## src/common/bp_config.svh

```systemverilog
// ==========================================================
// Sizing for the fetch-stage branch predictor
// Include wherever table or address widths are needed
// ==========================================================

`ifndef BP_CONFIG_SVH
`define BP_CONFIG_SVH

// ==========================================================
// Address path
// ==========================================================

// PC, target and instruction word width
`define BP_XLEN 32

// ==========================================================
// Direction predictor
// ==========================================================

// Global history length in resolved branches
`define BP_GHR_BITS 8
// 2-bit counters, power of two, index width is its log2
`define BP_PHT_ENTRIES 256

// ==========================================================
// Target caches
// ==========================================================

// Taken conditional branch targets
`define BP_BTB_ENTRIES 64
// JALR targets
`define BP_IBTC_ENTRIES 32

`endif

```

## src/common/bp_pkg.sv

```systemverilog
// ==========================================================
// Shared types of the branch predictor
// Compile ahead of every predictor module
// ==========================================================

`include "bp_config.svh"

package bp_pkg;

  // PC or target address
  typedef logic [`BP_XLEN-1:0] xaddr_t;

  // RV32 opcodes of the control transfers
  localparam logic [6:0] OPC_BRANCH = 7'b1100011;
  localparam logic [6:0] OPC_JAL    = 7'b1101111;
  localparam logic [6:0] OPC_JALR   = 7'b1100111;

  // Kind of control transfer
  typedef enum logic [1:0] {
    CTI_NONE   = 2'd0,
    CTI_BRANCH = 2'd1,
    CTI_JAL    = 2'd2,
    CTI_JALR   = 2'd3
  } cti_kind_e;

  // Origin of a prediction
  typedef enum logic [1:0] {
    SRC_SEQ    = 2'd0,
    SRC_JUMP   = 2'd1,
    SRC_BRANCH = 2'd2
  } pred_src_e;

  // Fetch stage input, sampled every cycle
  typedef struct packed {
    logic                valid;
    xaddr_t              pc;
    logic [`BP_XLEN-1:0] instr;
  } fetch_t;

  // Execute stage report of a resolved transfer
  typedef struct packed {
    logic      valid;
    cti_kind_e kind;
    xaddr_t    pc;
    logic      taken;
    xaddr_t    target;
  } resolve_t;

  // Decoded fetch, valid already qualified by the stall
  typedef struct packed {
    logic      valid;
    cti_kind_e kind;
    xaddr_t    pc;
    xaddr_t    imm;
  } fetch_dec_t;

  // Target cache write port
  typedef struct packed {
    logic   en;
    xaddr_t pc;
    xaddr_t target;
  } cache_wr_t;

  // Prediction towards the fetch PC mux
  typedef struct packed {
    xaddr_t    pc;
    logic      taken;
    pred_src_e src;
  } pred_t;

endpackage

```

## src/rtl/bp_decode.sv

```systemverilog
// ==========================================================
// Instruction classification and event qualification
// Feeds the lookup and training sides of the predictor
// ==========================================================
`timescale 1ns/1ps

module bp_decode (
  input  bp_pkg::fetch_t     fetch_i,
  input  bp_pkg::resolve_t   resolve_i,
  input  logic               stall_i,
  output bp_pkg::fetch_dec_t fetch_dec_o,
  output logic               pht_train_en_o,
  output bp_pkg::cache_wr_t  btb_wr_o,
  output bp_pkg::cache_wr_t  ibtc_wr_o
);
  import bp_pkg::*;

  logic [6:0] opcode;
  cti_kind_e  fetch_kind;
  xaddr_t     imm;
  logic       res_ok;

  assign opcode = fetch_i.instr[6:0];

  // Opcode to transfer kind, immediate per format
  always_comb begin
    fetch_kind = CTI_NONE;
    imm        = '0;
    case (opcode)
      OPC_BRANCH: begin
        fetch_kind = CTI_BRANCH;
        // B-type, bit 0 always zero
        imm = {{20{fetch_i.instr[31]}}, fetch_i.instr[7], fetch_i.instr[30:25],
               fetch_i.instr[11:8], 1'b0};
      end
      OPC_JAL: begin
        fetch_kind = CTI_JAL;
        // J-type, 21-bit signed offset
        imm = {{12{fetch_i.instr[31]}}, fetch_i.instr[19:12], fetch_i.instr[20],
               fetch_i.instr[30:21], 1'b0};
      end
      OPC_JALR: begin
        fetch_kind = CTI_JALR;
        // I-type, only informative since the target comes from the IBTC
        imm = {{20{fetch_i.instr[31]}}, fetch_i.instr[31:20]};
      end
      default: begin
        fetch_kind = CTI_NONE;
      end
    endcase
  end

  // Fetch side, stall drops the request
  assign fetch_dec_o.valid = fetch_i.valid & ~stall_i;
  assign fetch_dec_o.kind  = fetch_kind;
  assign fetch_dec_o.pc    = fetch_i.pc;
  assign fetch_dec_o.imm   = imm;

  // Resolve is lost while stalled, execute holds it
  assign res_ok = resolve_i.valid & ~stall_i;

  // Only conditional branches train direction and history
  assign pht_train_en_o = res_ok && (resolve_i.kind == CTI_BRANCH);

  // BTB keeps taken branch targets only
  assign btb_wr_o.en     = pht_train_en_o & resolve_i.taken;
  assign btb_wr_o.pc     = resolve_i.pc;
  assign btb_wr_o.target = resolve_i.target;

  // Every resolved JALR refreshes its IBTC entry
  assign ibtc_wr_o.en     = res_ok && (resolve_i.kind == CTI_JALR);
  assign ibtc_wr_o.pc     = resolve_i.pc;
  assign ibtc_wr_o.target = resolve_i.target;

endmodule

```

## config.mk

```make
export PLATFORM = sky130hd
export DESIGN_NAME = bp_decode
export DESIGN_NICKNAME = d
export VERILOG_FILES = /design/src/common/bp_pkg.sv /design/src/rtl/bp_decode.sv
export VERILOG_INCLUDE_DIRS = /design/src /design/src/common
export SDC_FILE = /design/constraint.sdc
export NUM_CORES = 1
export LEC_CHECK = 0
export BUFFER_PORTS_ARGS = -buffer_cell sky130_fd_sc_hd__buf_2
export CAP_MARGIN = 30
export CORE_AREA = 2 2 127 129
export DETAILED_ROUTE_END_ITERATION = 8
export DIE_AREA = 0 0 129 131
export PLACE_DENSITY = 0.41
export SYNTH_ARGS = -nofsm -noshare
export SYNTH_HDL_FRONTEND = slang
export SYNTH_SLANG_ARGS = --single-unit
```

## constraint.sdc

```tcl
create_clock -name vclk -period 1.4
set_clock_uncertainty 0.1 [all_clocks]
set_input_delay 0.07 -clock vclk [all_inputs]
set_output_delay 0.07 -clock vclk [all_outputs]
set_load 0.01 [all_outputs]
```

==> flow_summary.json <==
{
  "hold_depth": 0,
  "cts-hold-fix-buffers": 0,
  "antenna_found_initial": 0,
  "fin_util": 0.0628,
  "crit_arrival_ns": 1.09,
  "hold_violations": 0,
  "cp_common_cell": "buf_2",
  "die_area_um2": 16900,
  "die_y_um": 131,
  "cts.repair.resized": 0,
  "drv_slew": 0,
  "crit_chain": "buf_2 -> nand3b_4 -> or2_1 -> buf_4 -> a211oi_1 -> buf_2",
  "vias_per_cell": 2.33,
  "crit_path_start_kind": "input pin",
  "postRouteAntennaNets": 0,
  "yosys-top-cells-area": "buf_4 79%, and2_1 3.4%, nand2_1 2.3%",
  "synth_top_area_frac": 0.790,
  "maxCapViolCount": 0,
  "fmax_ghz": 0.794,
  "synth_compound_area_frac": 0.0689,
  "antennaDiodeCount": 0,
  "crit_fanout": 15,
  "postSynthCellCount": 227,
  "first_pass_iters": 5,
  "synth_top_family_by_area": "buffers and inverters",
  "p_leak_nw": 0.483,
  "drcViolationCount": 0,
  "synth_fa_ha_area_frac": 0,
  "worstMarginPinSlew_ns": 0.422,
  "vias": 805,
  "yosys.area_share.simple": 0.116,
  "muxShareOfSynthArea": 0,
  "status": "completed",
  "layout.nets": 265,
  "startpoint": "fetch_i[4]",
  "end_kind": "output pin",
  "core_um2": 15600,
  "netlist.top_cell.by_area": "buf_4",
  "postLayoutCellArea_um2": 980,
  "grt_usage": 0.0306,
  "drtIter0Drc": 7,
  "post_cts_buffers": 0,
  "setup_viol": 0,
  "ir_drop_uv": 26.4,
  "seq_cell_count": 0,
  "hp-class": "input pin to output pin",
  "rsz0062_at_grt": "no",
  "portBuffers": 76,
  "start_util": 0.105,
  "ys_warn_count": 0,
  "wl_per_cell_um": 9.57,
  "nClkBuffers": 0,
  "grt_max_degree": 16,
  "tns_ns": 0,
  "regArea_um2": 0,
  "totalWireLength_um": 3300,
  "dp_cells": 345,
  "ys_types": 20,
  "setup_ws_ns": 0.140,
  "critPathSlowestCell": "or2_1",
  "rows": 46,
  "fin_cells": 345,
  "dpl_worst_slack_ns": 0.105,
  "io_pins": 332,
  "grt_pass1_vias": 695,
  "period_needed_ns": 1.26,
  "cpPeakStageDelay_ns": 0.22,
  "holdWs_ns": 0.0400,
  "drive_above_1_share": 0.659,
  "hpwl_um": 2800,
  "syn_to_final_growth_pct": -40.1,
  "worstSetupPathType": "input pin to output pin",
  "avgSynthCellArea_um2": 7.20,
  "synthesis.area_um2": 1640,
  "power-per-cell-area_nw_per_um2": 131,
  "ys_seq_area_frac": 0,
  "synth_xor_xnor_area_share": 0,
  "gp_congestion": 0.606,
  "required_ns": 1.23,
  "slew_headroom": 0.718,
  "crit_end": "fetch_dec_o[11]",
  "die_x_um": 129,
  "grt_pass1_wl_um": 3930,
  "grt_overflow_total": 0,
  "p_total_uw": 129,
  "synth_nets": 361,
  "post-route-period-util": 0.900,
  "placed_cell_area_um2": 980
}
==> power breakdown <==
part           switching [mW]  total [mW]  leakage, nW  internal [mW]
Combinational          0.0632       0.129        0.483         0.0656
Sequential                  0           0            0              0
Clock                       0           0            0              0
Total                  0.0632       0.129        0.483         0.0656
==> routing by layer <==
| metal | track usage | wire length, µm |
|---|---|---|
| met2 | 0.0489 | 1460 |
| met5 | 0 | 0 |
| met3 | 0.0138 | 548 |
| met4 | 0.0543 | 504 |
| met1 | 0.0198 | 787 |
==> worst min path at each step <==
stage                            endpoint  slack, ns        start
final                     fetch_dec_o[35]       0.04  fetch_i[35]
after floorplan           fetch_dec_o[66]       0.09      stall_i
after global routing      fetch_dec_o[35]       0.04  fetch_i[35]
after CTS                 fetch_dec_o[33]       0.04  fetch_i[33]
after detailed placement  fetch_dec_o[33]       0.04  fetch_i[33]
after global placement    fetch_dec_o[33]       0.04  fetch_i[33]
==> placed cells by master, fill, tap and decap left out, drive strengths merged <==
| master | netlist | routed |
|---|---|---|
| nor2b | 2 | 2 |
| buf | 176 | 79 |
| a21oi | 8 | 8 |
| a22oi | 4 | 4 |
| nand3b | 1 | 1 |
| nand2b | 1 | 1 |
| and4b | 1 | 1 |
| nor3 | 1 | 1 |
| nor2 | 7 | 7 |
| a211oi | 3 | 3 |
| nand2 | 10 | 10 |
| inv | 1 | 1 |
| nor4bb | 1 | 1 |
| and2 | 9 | 9 |
| or2 | 1 | 1 |
==> worst max-delay path: cells and delay by family <==
family          cells  cell delay, ns
buf+inv             3            0.48
simple gates        2            0.37
compound gates      1            0.16
==> logic make-up (layout without fill, tap and decap cells) <==
group                  count (synthesis)  after routing
and+or+nand+nor                       34             34
AOI/OAI and AO/OA                     15             15
buffers and inverters                178             80
==> area by class of cell <==
class / instances / area [µm²]
Fill cell: 1855 / 14600
Timing Repair Buffer: 79 / 403
Multi-Input combinational cell: 49 / 303
Tap cell: 216 / 270
Inverter: 1 / 3.75
==> synth_stat cells <==
cell type / count
nor2b_1: 2
nor2_1: 7
a21oi_1: 4
buf_2: 2
and2_1: 9
a22oi_1: 4
buf_4: 172
buf_6: 2
a211oi_1: 2
inv_1: 1
clkbuf_2: 1
nand3b_4: 1
a21oi_2: 4
nor4bb_1: 1
nor3_1: 1
nand2_1: 10
a211oi_2: 1
or2_1: 1
nand2b_1: 1
and4b_1: 1
Note: power is estimated with default switching activity, not from simulation.
