## src/common/bp_config.svh

```systemverilog
// ==========================================================
// Sizing for the fetch-stage branch predictor
// Include wherever table or address widths are needed
// ==========================================================

`ifndef BP_CONFIG_SVH
`define BP_CONFIG_SVH

// ==========================================================
// Address path
// ==========================================================

// PC, target and instruction word width
`define BP_XLEN 32

// ==========================================================
// Direction predictor
// ==========================================================

// Global history length in resolved branches
`define BP_GHR_BITS 8
// 2-bit counters, power of two, index width is its log2
`define BP_PHT_ENTRIES 256

// ==========================================================
// Target caches
// ==========================================================

// Taken conditional branch targets
`define BP_BTB_ENTRIES 64
// JALR targets
`define BP_IBTC_ENTRIES 32

`endif

```

## src/common/bp_pkg.sv

```systemverilog
// ==========================================================
// Shared types of the branch predictor
// Compile ahead of every predictor module
// ==========================================================

`include "bp_config.svh"

package bp_pkg;

  // PC or target address
  typedef logic [`BP_XLEN-1:0] xaddr_t;

  // RV32 opcodes of the control transfers
  localparam logic [6:0] OPC_BRANCH = 7'b1100011;
  localparam logic [6:0] OPC_JAL    = 7'b1101111;
  localparam logic [6:0] OPC_JALR   = 7'b1100111;

  // Kind of control transfer
  typedef enum logic [1:0] {
    CTI_NONE   = 2'd0,
    CTI_BRANCH = 2'd1,
    CTI_JAL    = 2'd2,
    CTI_JALR   = 2'd3
  } cti_kind_e;

  // Origin of a prediction
  typedef enum logic [1:0] {
    SRC_SEQ    = 2'd0,
    SRC_JUMP   = 2'd1,
    SRC_BRANCH = 2'd2
  } pred_src_e;

  // Fetch stage input, sampled every cycle
  typedef struct packed {
    logic                valid;
    xaddr_t              pc;
    logic [`BP_XLEN-1:0] instr;
  } fetch_t;

  // Execute stage report of a resolved transfer
  typedef struct packed {
    logic      valid;
    cti_kind_e kind;
    xaddr_t    pc;
    logic      taken;
    xaddr_t    target;
  } resolve_t;

  // Decoded fetch, valid already qualified by the stall
  typedef struct packed {
    logic      valid;
    cti_kind_e kind;
    xaddr_t    pc;
    xaddr_t    imm;
  } fetch_dec_t;

  // Target cache write port
  typedef struct packed {
    logic   en;
    xaddr_t pc;
    xaddr_t target;
  } cache_wr_t;

  // Prediction towards the fetch PC mux
  typedef struct packed {
    xaddr_t    pc;
    logic      taken;
    pred_src_e src;
  } pred_t;

endpackage

```

## src/predictor/gshare_pht.sv

```systemverilog
// ==========================================================
// Gshare direction predictor with global history
// Combinational lookup, training at the clock edge
// ==========================================================
`timescale 1ns/1ps
`include "bp_config.svh"

module gshare_pht (
  input  logic           clk_i,
  input  logic           rst_ni,
  input  bp_pkg::xaddr_t lookup_pc_i,
  input  logic           train_en_i,
  input  bp_pkg::xaddr_t train_pc_i,
  input  logic           train_taken_i,
  output logic           taken_o
);

  localparam int IDX_W = $clog2(`BP_PHT_ENTRIES);
  localparam int GHR_W = `BP_GHR_BITS;

  // ==========================================================
  // State
  // ==========================================================

  // Newest outcome in bit 0
  logic [GHR_W-1:0] ghr_q;
  // 2-bit saturating counters, MSB is the direction
  logic [1:0]       pht_q [`BP_PHT_ENTRIES];

  logic [IDX_W-1:0] hist_fold;
  logic [IDX_W-1:0] rd_idx;
  logic [IDX_W-1:0] wr_idx;
  logic [1:0]       wr_ctr;
  logic [1:0]       ctr_next;

  // ==========================================================
  // Index and lookup
  // ==========================================================

  // History sized to the index width
  assign hist_fold = IDX_W'(ghr_q);

  // PC word index XOR history, same for both sides
  assign rd_idx = lookup_pc_i[IDX_W+1:2] ^ hist_fold;
  // Pre-shift history, matches the lookup that made the guess
  assign wr_idx = train_pc_i[IDX_W+1:2] ^ hist_fold;

  assign taken_o = pht_q[rd_idx][1];

  // ==========================================================
  // Training
  // ==========================================================

  // Step by one, stick at 0 and 3
  always_comb begin
    wr_ctr   = pht_q[wr_idx];
    ctr_next = wr_ctr;
    if (train_taken_i) begin
      if (wr_ctr != 2'b11) ctr_next = wr_ctr + 2'd1;
    end else begin
      if (wr_ctr != 2'b00) ctr_next = wr_ctr - 2'd1;
    end
  end

  always_ff @(posedge clk_i) begin
    if (!rst_ni) begin
      ghr_q <= '0;
      // Weakly not-taken
      for (int i = 0; i < `BP_PHT_ENTRIES; i++) begin
        pht_q[i] <= 2'b01;
      end
    end else if (train_en_i) begin
      pht_q[wr_idx] <= ctr_next;
      ghr_q         <= {ghr_q[GHR_W-2:0], train_taken_i};
    end
  end

  // Decode must hold training off until reset is released
  a_no_train_in_reset: assert property (@(posedge clk_i) !rst_ni |-> !train_en_i)
    else $error("gshare_pht: training request during reset");

endmodule

```

## config.mk

```make
export PLATFORM = sky130hd
export DESIGN_NAME = gshare_pht
export DESIGN_NICKNAME = d
export VERILOG_FILES = /design/src/common/bp_pkg.sv /design/src/predictor/gshare_pht.sv
export VERILOG_INCLUDE_DIRS = /design/src /design/src/common
export SDC_FILE = /design/constraint.sdc
export NUM_CORES = 1
export LEC_CHECK = 0
export BUFFER_PORTS_ARGS = -buffer_cell sky130_fd_sc_hd__buf_2
export CAP_MARGIN = 40
export CORE_UTILIZATION = 55
export DETAILED_ROUTE_END_ITERATION = 10
export HOLD_SLACK_MARGIN = 0.05
export PLACE_DENSITY_LB_ADDON = 0.2
export RECOVER_POWER = 25
export SYNTH_ARGS = -nofsm -noshare
export SYNTH_HDL_FRONTEND = slang
export SYNTH_SLANG_ARGS = --single-unit
```

## constraint.sdc

```tcl
create_clock -name clk_i -period 5.62 [get_ports clk_i]
set_input_delay 0.281 -clock clk_i [delete_from_list [all_inputs] [get_ports clk_i]]
set_output_delay 0.281 -clock clk_i [all_outputs]
set_load 0.05 [all_outputs]
```

==> flow_summary.yaml <==
outcome:
  outcome: "complete, but fails checks"
  failed_checks: "capacitance limit, slew limit"
logic_synthesis:
  synth_cells: 2142
  seq_area_frac_synth_pct: 55.06
  synth_seq_cells: 520
  ys_warn_count: 0
  syn-num-nets: 2210
  syn-cell-area_um2: 28220
  syn_area_per_cell_um2: 13.17
  synth_cell_type_count: 45
  synth_edf_count: 512
  async_flop_share_pct: 0
  synth_ff_type: "edfxtp_1"
floorplanning:
  fp.dieW_um: 228.5
  ios: 69
  design.core.area_um2: 50380
  start_util_pct: 56.01
  dieArea_um2: 52210
  die_h_um: 228.5
  rows: 82
setup_path:
  required_ns: 5.87
  worst-setup-path-type: "register to register"
  cp-startpoint: "ghr_q[0]"
  end_kind: "register"
  start_kind: "register"
  r2r-end: "pht_q[55][0]"
  arrival_ns: 5.14
  r2r_cells: 11
  r2r-start: "ghr_q[0]"
  reg2reg_slack_ns: 0.74
  cp_max_fo: 87
  crit_end: "pht_q[55][0]"
sta:
  fin_skew_ns: 0.02148
  max_freq_ghz: 0.2048
  fin_tns_setup_ns: 0
  period_share_pct: 86.90
  tightest_slew_ns: 2.015
  hold_viol_final: 0
  rsz0062_at_grt: "no"
  period_minus_slack_ns: 4.884
  slew_headroom_pct: -34.33
  final_max_slew_viol_count: 126
  finalSetupViolations: 0
final_layout:
  drive_above_1_share_pct: 26.76
  final_cells: 2787
  layout.nets: 2146
  layout_common_cells: "512 x edfxtp_1, 254 x nand3_1, 217 x nand2_1"
  syn_to_final_growth_pct: 8.904
  final_common_cell: "edfxtp_1"
  fill_cells: 3851
  regArea_um2: 15530
  diodes: 0
  multi_input_area_um2: 11390
routing:
  viasPerCell: 7.137
  postRouteAntennaNets: 0
  dr.first_iter.drc_count: 3479
  drtPass1Iterations: 6
  drc: 0
  routedWlPerCell_um: 31.04
  vias: 19890
  wl_um: 86500
placed_design:
  place_inst: 2693
  hpwl_um: 52590
  io_buffers: 20
  routabilityCongestion: 0.9024
cts:
  cts_tree: "done"
  clock_sinks: 520
  path_clk_slew_ns: 0.06
  cts_buffers: 55
  cts_hold_buffers: 0
  insertion_delay_ns: 0.61
  post_cts_resized: 0
  root_buffer: "clkbuf_16"
  h-tree-depth: 2
  cts_setup_buffers: 0
  clockBufferDepth: 3
grt:
  grt_first_pass_wirelength_um: 127000
  grt.met2_usage_pct: 51.14
  grt-ovfl-total: 0
  met1_usage_pct: 44.89
  use_met3_pct: 7.897
  grt_max_degree: 94
  gr-usage-all-layers_pct: 33.39
  grt_pass1_vias: 19670
  top_usage_layer: "met2"
  grt_antenna_before_repair: 0
flow_run:
  maxCapViolCount: 6
pwr:
  p_leak_nw: 8.587
  power_density_nw_per_um2: 306.6
  vdd_drop_max_mv: 0.2193
worst_hold_path:
  hold_class: "input pin to register"
synthesized netlist by cell type (all sizes together) (15+ instances only):
library cell / instances / area, um2
mux2i: 16 / 160.2
clkbuf: 147 / 553.0
nand2: 217 / 814.5
o21ai: 199 / 996.0
nor3: 215 / 1737
nor2: 107 / 401.6
mux4: 209 / 4707
buf: 109 / 882.1
nand3: 264 / 1371
edfxtp: 512 / 15370
a22oi: 28 / 210.2
a21oi: 15 / 75.07
where the power goes:
group	internal [W]	leakage [nW]	switching, W	total, W
registers	0.00432	4.50	0.0000385	0.00436
logic	0.000461	3.22	0.000952	0.00141
clock network	0.00215	0.866	0.00150	0.00365
total	0.00693	8.59	0.00249	0.00942
critical path, cell delays in order, from the launching register on:
cell,delay (ns)
dfxtp_1,0.52
xor2_1,0.43
buf_12,0.48
mux4_2,0.60
a22oi_1,0.29
nor2_1,0.09
a2111oi_2,0.39
o2111ai_1,0.29
nor3_2,0.38
maj3_4,0.34
buf_12,0.38
nand3_1,0.14
per-stage QoR:
step                      total power (W)  area (um2)  setup slack (ns)  util, %  hold slack, ns
after floorplan                  0.005475       28220             1.530        -          0.4509
after global routing             0.009640       30730            0.5404    61.00         0.09252
after global placement           0.005799       28910             1.045    57.38          0.5749
after detailed placement         0.005828       29150            0.9911    57.87          0.5872
final                            0.009421       30730            0.7363    61.00         0.07497
after CTS                        0.009424       30920            0.9416    61.38         0.05664
routing by layer:
metal  part of all wire, %  routed length (um)
met1                    35               30710
met5                     0                   0
met3                    13               11300
met4                   5.3                4611
met2                    46               39880
worst min path at each step:
stage	from	endpoint	slack [ns]	depth (start not counted)
3_5_place_dp	ghr_q[7]	ghr_q[7]	0.59	2
4_1_cts	train_taken_i	ghr_q[0]	0.06	3
6_report	train_taken_i	ghr_q[0]	0.07	3
2_1_floorplan	train_taken_i	ghr_q[0]	0.45	2
3_3_place_gp	ghr_q[7]	ghr_q[7]	0.57	2
5_1_grt	train_taken_i	ghr_q[0]	0.09	3
state kept, by name, indices dropped and copies added (netlist names):
| name | cells |
|---|---|
| pht_q | 512 |
| ghr_q | 8 |
kinds of logic after synthesis:
kind of cell,synth area share (%)
AND/OR/NAND/NOR,16.28
flip-flops,55.06
AO/OA/AOI/OAI,5.343
buffers and inverters,5.100
multiplexers,17.25
XOR/XNOR,0.8913
adder cells (fa/ha/maj),0.07981
area by class of cell:
class | count | share of cell area [%]
clock buffer | 67 | 4.764
clock inverter | 27 | 0.9895
inverter | 1 | 0.01222
multi-input combinational | 1365 | 37.07
sequential | 520 | 50.56
tap | 672 | 2.736
timing repair buffer | 135 | 3.872
Note: power is estimated with default switching activity, not from simulation.
