--- config.mk ---
export PLATFORM = sky130hd
export DESIGN_NAME = target_cache
export DESIGN_NICKNAME = d
export VERILOG_FILES = /design/src/common/bp_pkg.sv /design/src/predictor/target_cache.sv
export VERILOG_INCLUDE_DIRS = /design/src /design/src/common
export SDC_FILE = /design/constraint.sdc
export NUM_CORES = 2
export LEC_CHECK = 0
export BUFFER_PORTS_ARGS = -buffer_cell sky130_fd_sc_hd__buf_2
export CAP_MARGIN = 10
export CORE_MARGIN = 2
export CORE_UTILIZATION = 46
export CTS_BUF_LIST = sky130_fd_sc_hd__clkbuf_2
export CTS_CLUSTER_SIZE = 25
export DETAILED_ROUTE_END_ITERATION = 8
export GPL_TIMING_DRIVEN = 0
export MAX_ROUTING_LAYER = met4
export PLACE_DENSITY = 0.66
export SYNTH_ARGS = -nofsm -noshare
export SYNTH_HDL_FRONTEND = slang
export SYNTH_SLANG_ARGS = --single-unit
export TNS_END_PERCENT = 1
--- constraint.sdc ---
create_clock -name clk_i -period 12 [get_ports clk_i]
set_input_delay 0.6 -clock clk_i [delete_from_list [all_inputs] [get_ports clk_i]]
set_output_delay 0.6 -clock clk_i [all_outputs]
set_load 0.01 [all_outputs]
--- src/common/bp_config.svh ---
// ==========================================================
// Sizing for the fetch-stage branch predictor
// Include wherever table or address widths are needed
// ==========================================================

`ifndef BP_CONFIG_SVH
`define BP_CONFIG_SVH

// ==========================================================
// Address path
// ==========================================================

// PC, target and instruction word width
`define BP_XLEN 32

// ==========================================================
// Direction predictor
// ==========================================================

// Global history length in resolved branches
`define BP_GHR_BITS 8
// 2-bit counters, power of two, index width is its log2
`define BP_PHT_ENTRIES 256

// ==========================================================
// Target caches
// ==========================================================

// Taken conditional branch targets
`define BP_BTB_ENTRIES 64
// JALR targets
`define BP_IBTC_ENTRIES 32

`endif

--- src/common/bp_pkg.sv ---
// ==========================================================
// Shared types of the branch predictor
// Compile ahead of every predictor module
// ==========================================================

`include "bp_config.svh"

package bp_pkg;

  // PC or target address
  typedef logic [`BP_XLEN-1:0] xaddr_t;

  // RV32 opcodes of the control transfers
  localparam logic [6:0] OPC_BRANCH = 7'b1100011;
  localparam logic [6:0] OPC_JAL    = 7'b1101111;
  localparam logic [6:0] OPC_JALR   = 7'b1100111;

  // Kind of control transfer
  typedef enum logic [1:0] {
    CTI_NONE   = 2'd0,
    CTI_BRANCH = 2'd1,
    CTI_JAL    = 2'd2,
    CTI_JALR   = 2'd3
  } cti_kind_e;

  // Origin of a prediction
  typedef enum logic [1:0] {
    SRC_SEQ    = 2'd0,
    SRC_JUMP   = 2'd1,
    SRC_BRANCH = 2'd2
  } pred_src_e;

  // Fetch stage input, sampled every cycle
  typedef struct packed {
    logic                valid;
    xaddr_t              pc;
    logic [`BP_XLEN-1:0] instr;
  } fetch_t;

  // Execute stage report of a resolved transfer
  typedef struct packed {
    logic      valid;
    cti_kind_e kind;
    xaddr_t    pc;
    logic      taken;
    xaddr_t    target;
  } resolve_t;

  // Decoded fetch, valid already qualified by the stall
  typedef struct packed {
    logic      valid;
    cti_kind_e kind;
    xaddr_t    pc;
    xaddr_t    imm;
  } fetch_dec_t;

  // Target cache write port
  typedef struct packed {
    logic   en;
    xaddr_t pc;
    xaddr_t target;
  } cache_wr_t;

  // Prediction towards the fetch PC mux
  typedef struct packed {
    xaddr_t    pc;
    logic      taken;
    pred_src_e src;
  } pred_t;

endpackage

--- src/predictor/target_cache.sv ---
// ==========================================================
// Direct-mapped tagged target table
// Used as the BTB and as the indirect target cache
// ==========================================================
`timescale 1ns/1ps
`include "bp_config.svh"

module target_cache #(
  parameter int ENTRIES = 64
) (
  input  logic              clk_i,
  input  logic              rst_ni,
  input  bp_pkg::xaddr_t    lookup_pc_i,
  input  bp_pkg::cache_wr_t wr_i,
  output logic              hit_o,
  output bp_pkg::xaddr_t    target_o
);

  // Index from PC bit 2, tag is everything above it
  localparam int IDX_W = $clog2(ENTRIES);
  localparam int TAG_W = `BP_XLEN - IDX_W - 2;

  logic                valid_q  [ENTRIES];
  logic [TAG_W-1:0]    tag_q    [ENTRIES];
  logic [`BP_XLEN-1:0] target_q [ENTRIES];

  logic [IDX_W-1:0] rd_idx;
  logic [IDX_W-1:0] wr_idx;
  logic [TAG_W-1:0] rd_tag;
  logic [TAG_W-1:0] wr_tag;

  // ==========================================================
  // Lookup
  // ==========================================================

  assign rd_idx = lookup_pc_i[IDX_W+1:2];
  assign rd_tag = lookup_pc_i[`BP_XLEN-1:IDX_W+2];

  // Old contents are seen when a write hits the same entry
  assign hit_o    = valid_q[rd_idx] && (tag_q[rd_idx] == rd_tag);
  assign target_o = target_q[rd_idx];

  // ==========================================================
  // Update
  // ==========================================================

  assign wr_idx = wr_i.pc[IDX_W+1:2];
  assign wr_tag = wr_i.pc[`BP_XLEN-1:IDX_W+2];

  // Valid bits
  always_ff @(posedge clk_i) begin
    if (!rst_ni) begin
      for (int i = 0; i < ENTRIES; i++) begin
        valid_q[i] <= 1'b0;
      end
    end else if (wr_i.en) begin
      valid_q[wr_idx] <= 1'b1;
    end
  end

  // Tag and target, replaced on every write
  always_ff @(posedge clk_i) begin
    if (wr_i.en) begin
      tag_q[wr_idx]    <= wr_tag;
      target_q[wr_idx] <= wr_i.target;
    end
  end

  // An X enable would corrupt a random entry
  a_wr_en_known: assert property (@(posedge clk_i) disable iff (!rst_ni) !$isunknown(wr_i.en))
    else $error("target_cache: write enable unknown");

endmodule

==> impl_metrics.csv <==
group,metric,value,unit
setup_path,worstPathMaxFanout,10,
pwr,p_leak,52.00,nW
timing,fin_crit_sh,0.6638,
placement,hpwl,302400,um
clocking,post_cts_resized,0,
job,maxCapViolCount,2,
finish,fin_nets,7396,
global_routing,grt_max_degree,65,
pwr,peakVddDrop,0.1050,mV
synth,syn_nets,5901,
synth,synth_xor_area_frac,0.001260,
timing,worstMarginPinSlew,1.566,ns
synth,netlist_area,139000,um2
detailed_routing,wl_per_cell,37.82,um
setup_path,crit_type,"in2out",
die,die_w,553.7,um
timing,clock.fmax,125.5,MHz
synth,async_flop_share,0,
synth,synthTopCellsByArea,"edfxtp_1, mux4_2, dfxtp_1",
placement,portBuffers,121,
synth,avgSynthCellArea,23.96,um2
synth,synth_seq_cells,3648,
die,core,300300,um2
synth,synthSimpleGateAreaFrac,0.01162,
die,rows,201,
clocking,clk_pin_slew_worst_paths,0.12,ns
timing,hold_viol,0,
die,die_h,553.7,um
worst_hold_path,hold_path.class,"in2reg",
setup_path,critPathMaxStageDelay,0.93,ns
timing,fin_ws,4.035,ns
die,start_util,0.4629,
timing,rsz0062_at_grt,"no",
finish,fillCellCount,23153,
global_routing,grt_pass1_vias,74665,
run_status,violations,"capacitance limit, slew limit",
synth,seq_area_frac_synth,0.7835,
setup_path,cp.arrival,7.37,ns
setup_path,cp-end-kind,"primary output",
detailed_routing,drt_pass1_iterations,8,
synth,synth-compound-area-share,0.01708,
clocking,clkLatencyLatePin,2.23,ns
timing,setup_viol,0,
synth,synthAdderAreaFrac,0,
finish,final_util,0.5369,
setup_path,critical_path.slowest_cell,"nand2_1",
finish,layout-drive-gt1-share,0.3762,
clocking,cts_root_buf,"clkbuf_2",
clocking,cts_sinks,3648,
synth,muxShareOfSynthArea,0.1753,
detailed_routing,postRouteAntennaNets,0,
detailed_routing,vias,76141,
die,dieArea,306600,um2
detailed_routing,drtIter0Drc,13242,
setup_path,crit_required,11.40,ns
placement,place_ws,4.411,ns
timing,drv_slew,7,
synth,synth-edff-count,3584,
detailed_routing,drt-total-wl,450800,um
clocking,cts_buffer_depth,4,
synth,synth_top_cell_area_share,0.7743,
global_routing,antenna_found_initial,23,
global_routing,grt_pass1_wl,604300,um
clocking,cts_made_buffers,865,
run_status,status,"finished, violations left",
clocking,ctsHtreeMaxLevel,6,
detailed_routing,via_per_inst,6.388,
timing,tns,0,ns
finish,area_growth,15.99,%
setup_path,cpLargestDelayFamily,"buffers and inverters",
timing,max-slew-margin-rel,-0.04631,
synth,synth_flop_cell,"edfxtp_1",
clocking,cts_tree,"done",
global_routing,overflow,0,
setup_path,cp_common_cell,"buf_2",
timing,period_needed,7.965,ns
timing,fin_skew,0,ns
synth,synth_top_family_by_area,"multiplexers",
synth,synth_cell_types,65,
synth,synthCells,5802,
synth,ys_warn_count,0,
detailed_routing,drcViolationCount,0,
setup_path,start_kind,"input port",
die,io_pins,132,
global_routing,track_usage,0.2991,
pwr,cellPowerDensity,147.2,nW/um2
pwr,fin_total_pwr,0.02372,W
placement,place_inst,10130,
setup_path,path_buf_inv,6,
finish,fin_cells,11920,
synth,synth_top_area_cell,"edfxtp_1",
setup_path,worstPathCellList,"buf_2 > buf_2 > buf_1 > buf_1 > clkbuf_1 > nand2_1 > o22ai_1 > a31oi_1 > xor2_1 > nor3_1 > nand4_1 > nor4_2 > buf_2",
placement,place_congestion,0.8601,
==> worst min-delay path, cell delays in order <==
cell           delay (ns)
dlygate4sd3_1        0.56
buf_2                0.15
nor2b_1              0.06
nand2_1              0.61
nor2_4               0.30
==> placed cells by master, fill, tap and decap left out, drive strengths merged, types with 56 or more instances in the layout <==
cell / n
buf: 597
a22oi: 56
edfxtp: 3584
mux4: 1023
dlygate4sd3: 195
nor2: 95
dfxtp: 64
clkbuf: 1353
nand2: 97
o21a: 67
mux2i: 116
clkinv: 252
==> layout make-up <==
cell class / instances / area, um2 / share of cell area
clock inverters: 295 / 1752 / 0.01087
diodes: 30 / 75.07 / 0.0004656
multi-input cells: 1838 / 29030 / 0.1800
inverters: 6 / 22.52 / 0.0001397
repair buffers: 628 / 8890 / 0.05514
plain buffers: 310 / 1560 / 0.009678
clock buffers: 1207 / 6041 / 0.03747
well taps: 3958 / 4952 / 0.03072
flip-flops and latches: 3648 / 108900 / 0.6755
==> registers in the layout (all words and copies together), names as in the netlist <==
signal and cells:
target_q 2048, valid_q 64, tag_q 1536
==> through the flow <==
stage / instance area, um2 / hold slack (ns)
floorplan: 139000 / 0.4354
global placement: 144600 / 0.4412
detailed placement: 150000 / 0.4487
CTS: 161100 / 0.003791
global route: 161200 / 0.1206
finish: 161200 / 0.2012
==> report_power, final <==
part | internal [W] | switching (W)
Combinational | 0.000609 | 0.000960
Sequential | 0.0140 | 0.0000197
Clock | 0.00298 | 0.00511
==> per-layer routing <==
metal  track usage  share of wire  vias to the layer above
met5             -              0                        -
met4        0.1515          0.057                        0
met3       0.07221           0.12                     1321
met2        0.4661           0.48                     6290
met1        0.3671           0.34                    39799
li1              -              -                    28731
==> kinds of logic after synthesis <==
family	after synthesis
AND/OR/NAND/NOR	338
AO/OA/AOI/OAI	326
XOR/XNOR	20
buffers and inverters	316
flip-flops	3648
multiplexers	1154
==> worst paths after layout <==
check | start | to | slack, ns | cells after the start
setup / recovery | lookup_pc_i[6] | hit_o | 4.03 | 13
hold / removal | wr_i[36] | tag_q[25][22] | 0.20 | 5
setup reg to reg | valid_q[51] | valid_q[51] | 10.83 | 2
hold reg to reg | valid_q[10] | valid_q[10] | 0.47 | 1
==> cells in the mapped netlist (all sizes together) (32+ instances only) <==
cell type and number:
edfxtp 3584, mux4 1023, buf 164, clkbuf 146, mux2i 116, nand2 97, nor2 95, o21a 67
dfxtp 64, a22oi 56, o22ai 45, a21oi 32
==> what timing repair did <==
action                                  CTS  global route
endpoints found under the hold margin  6900             0
hold buffers                            253             0
buffers inserted                          0             0
(Power assumes the default switching activity.)
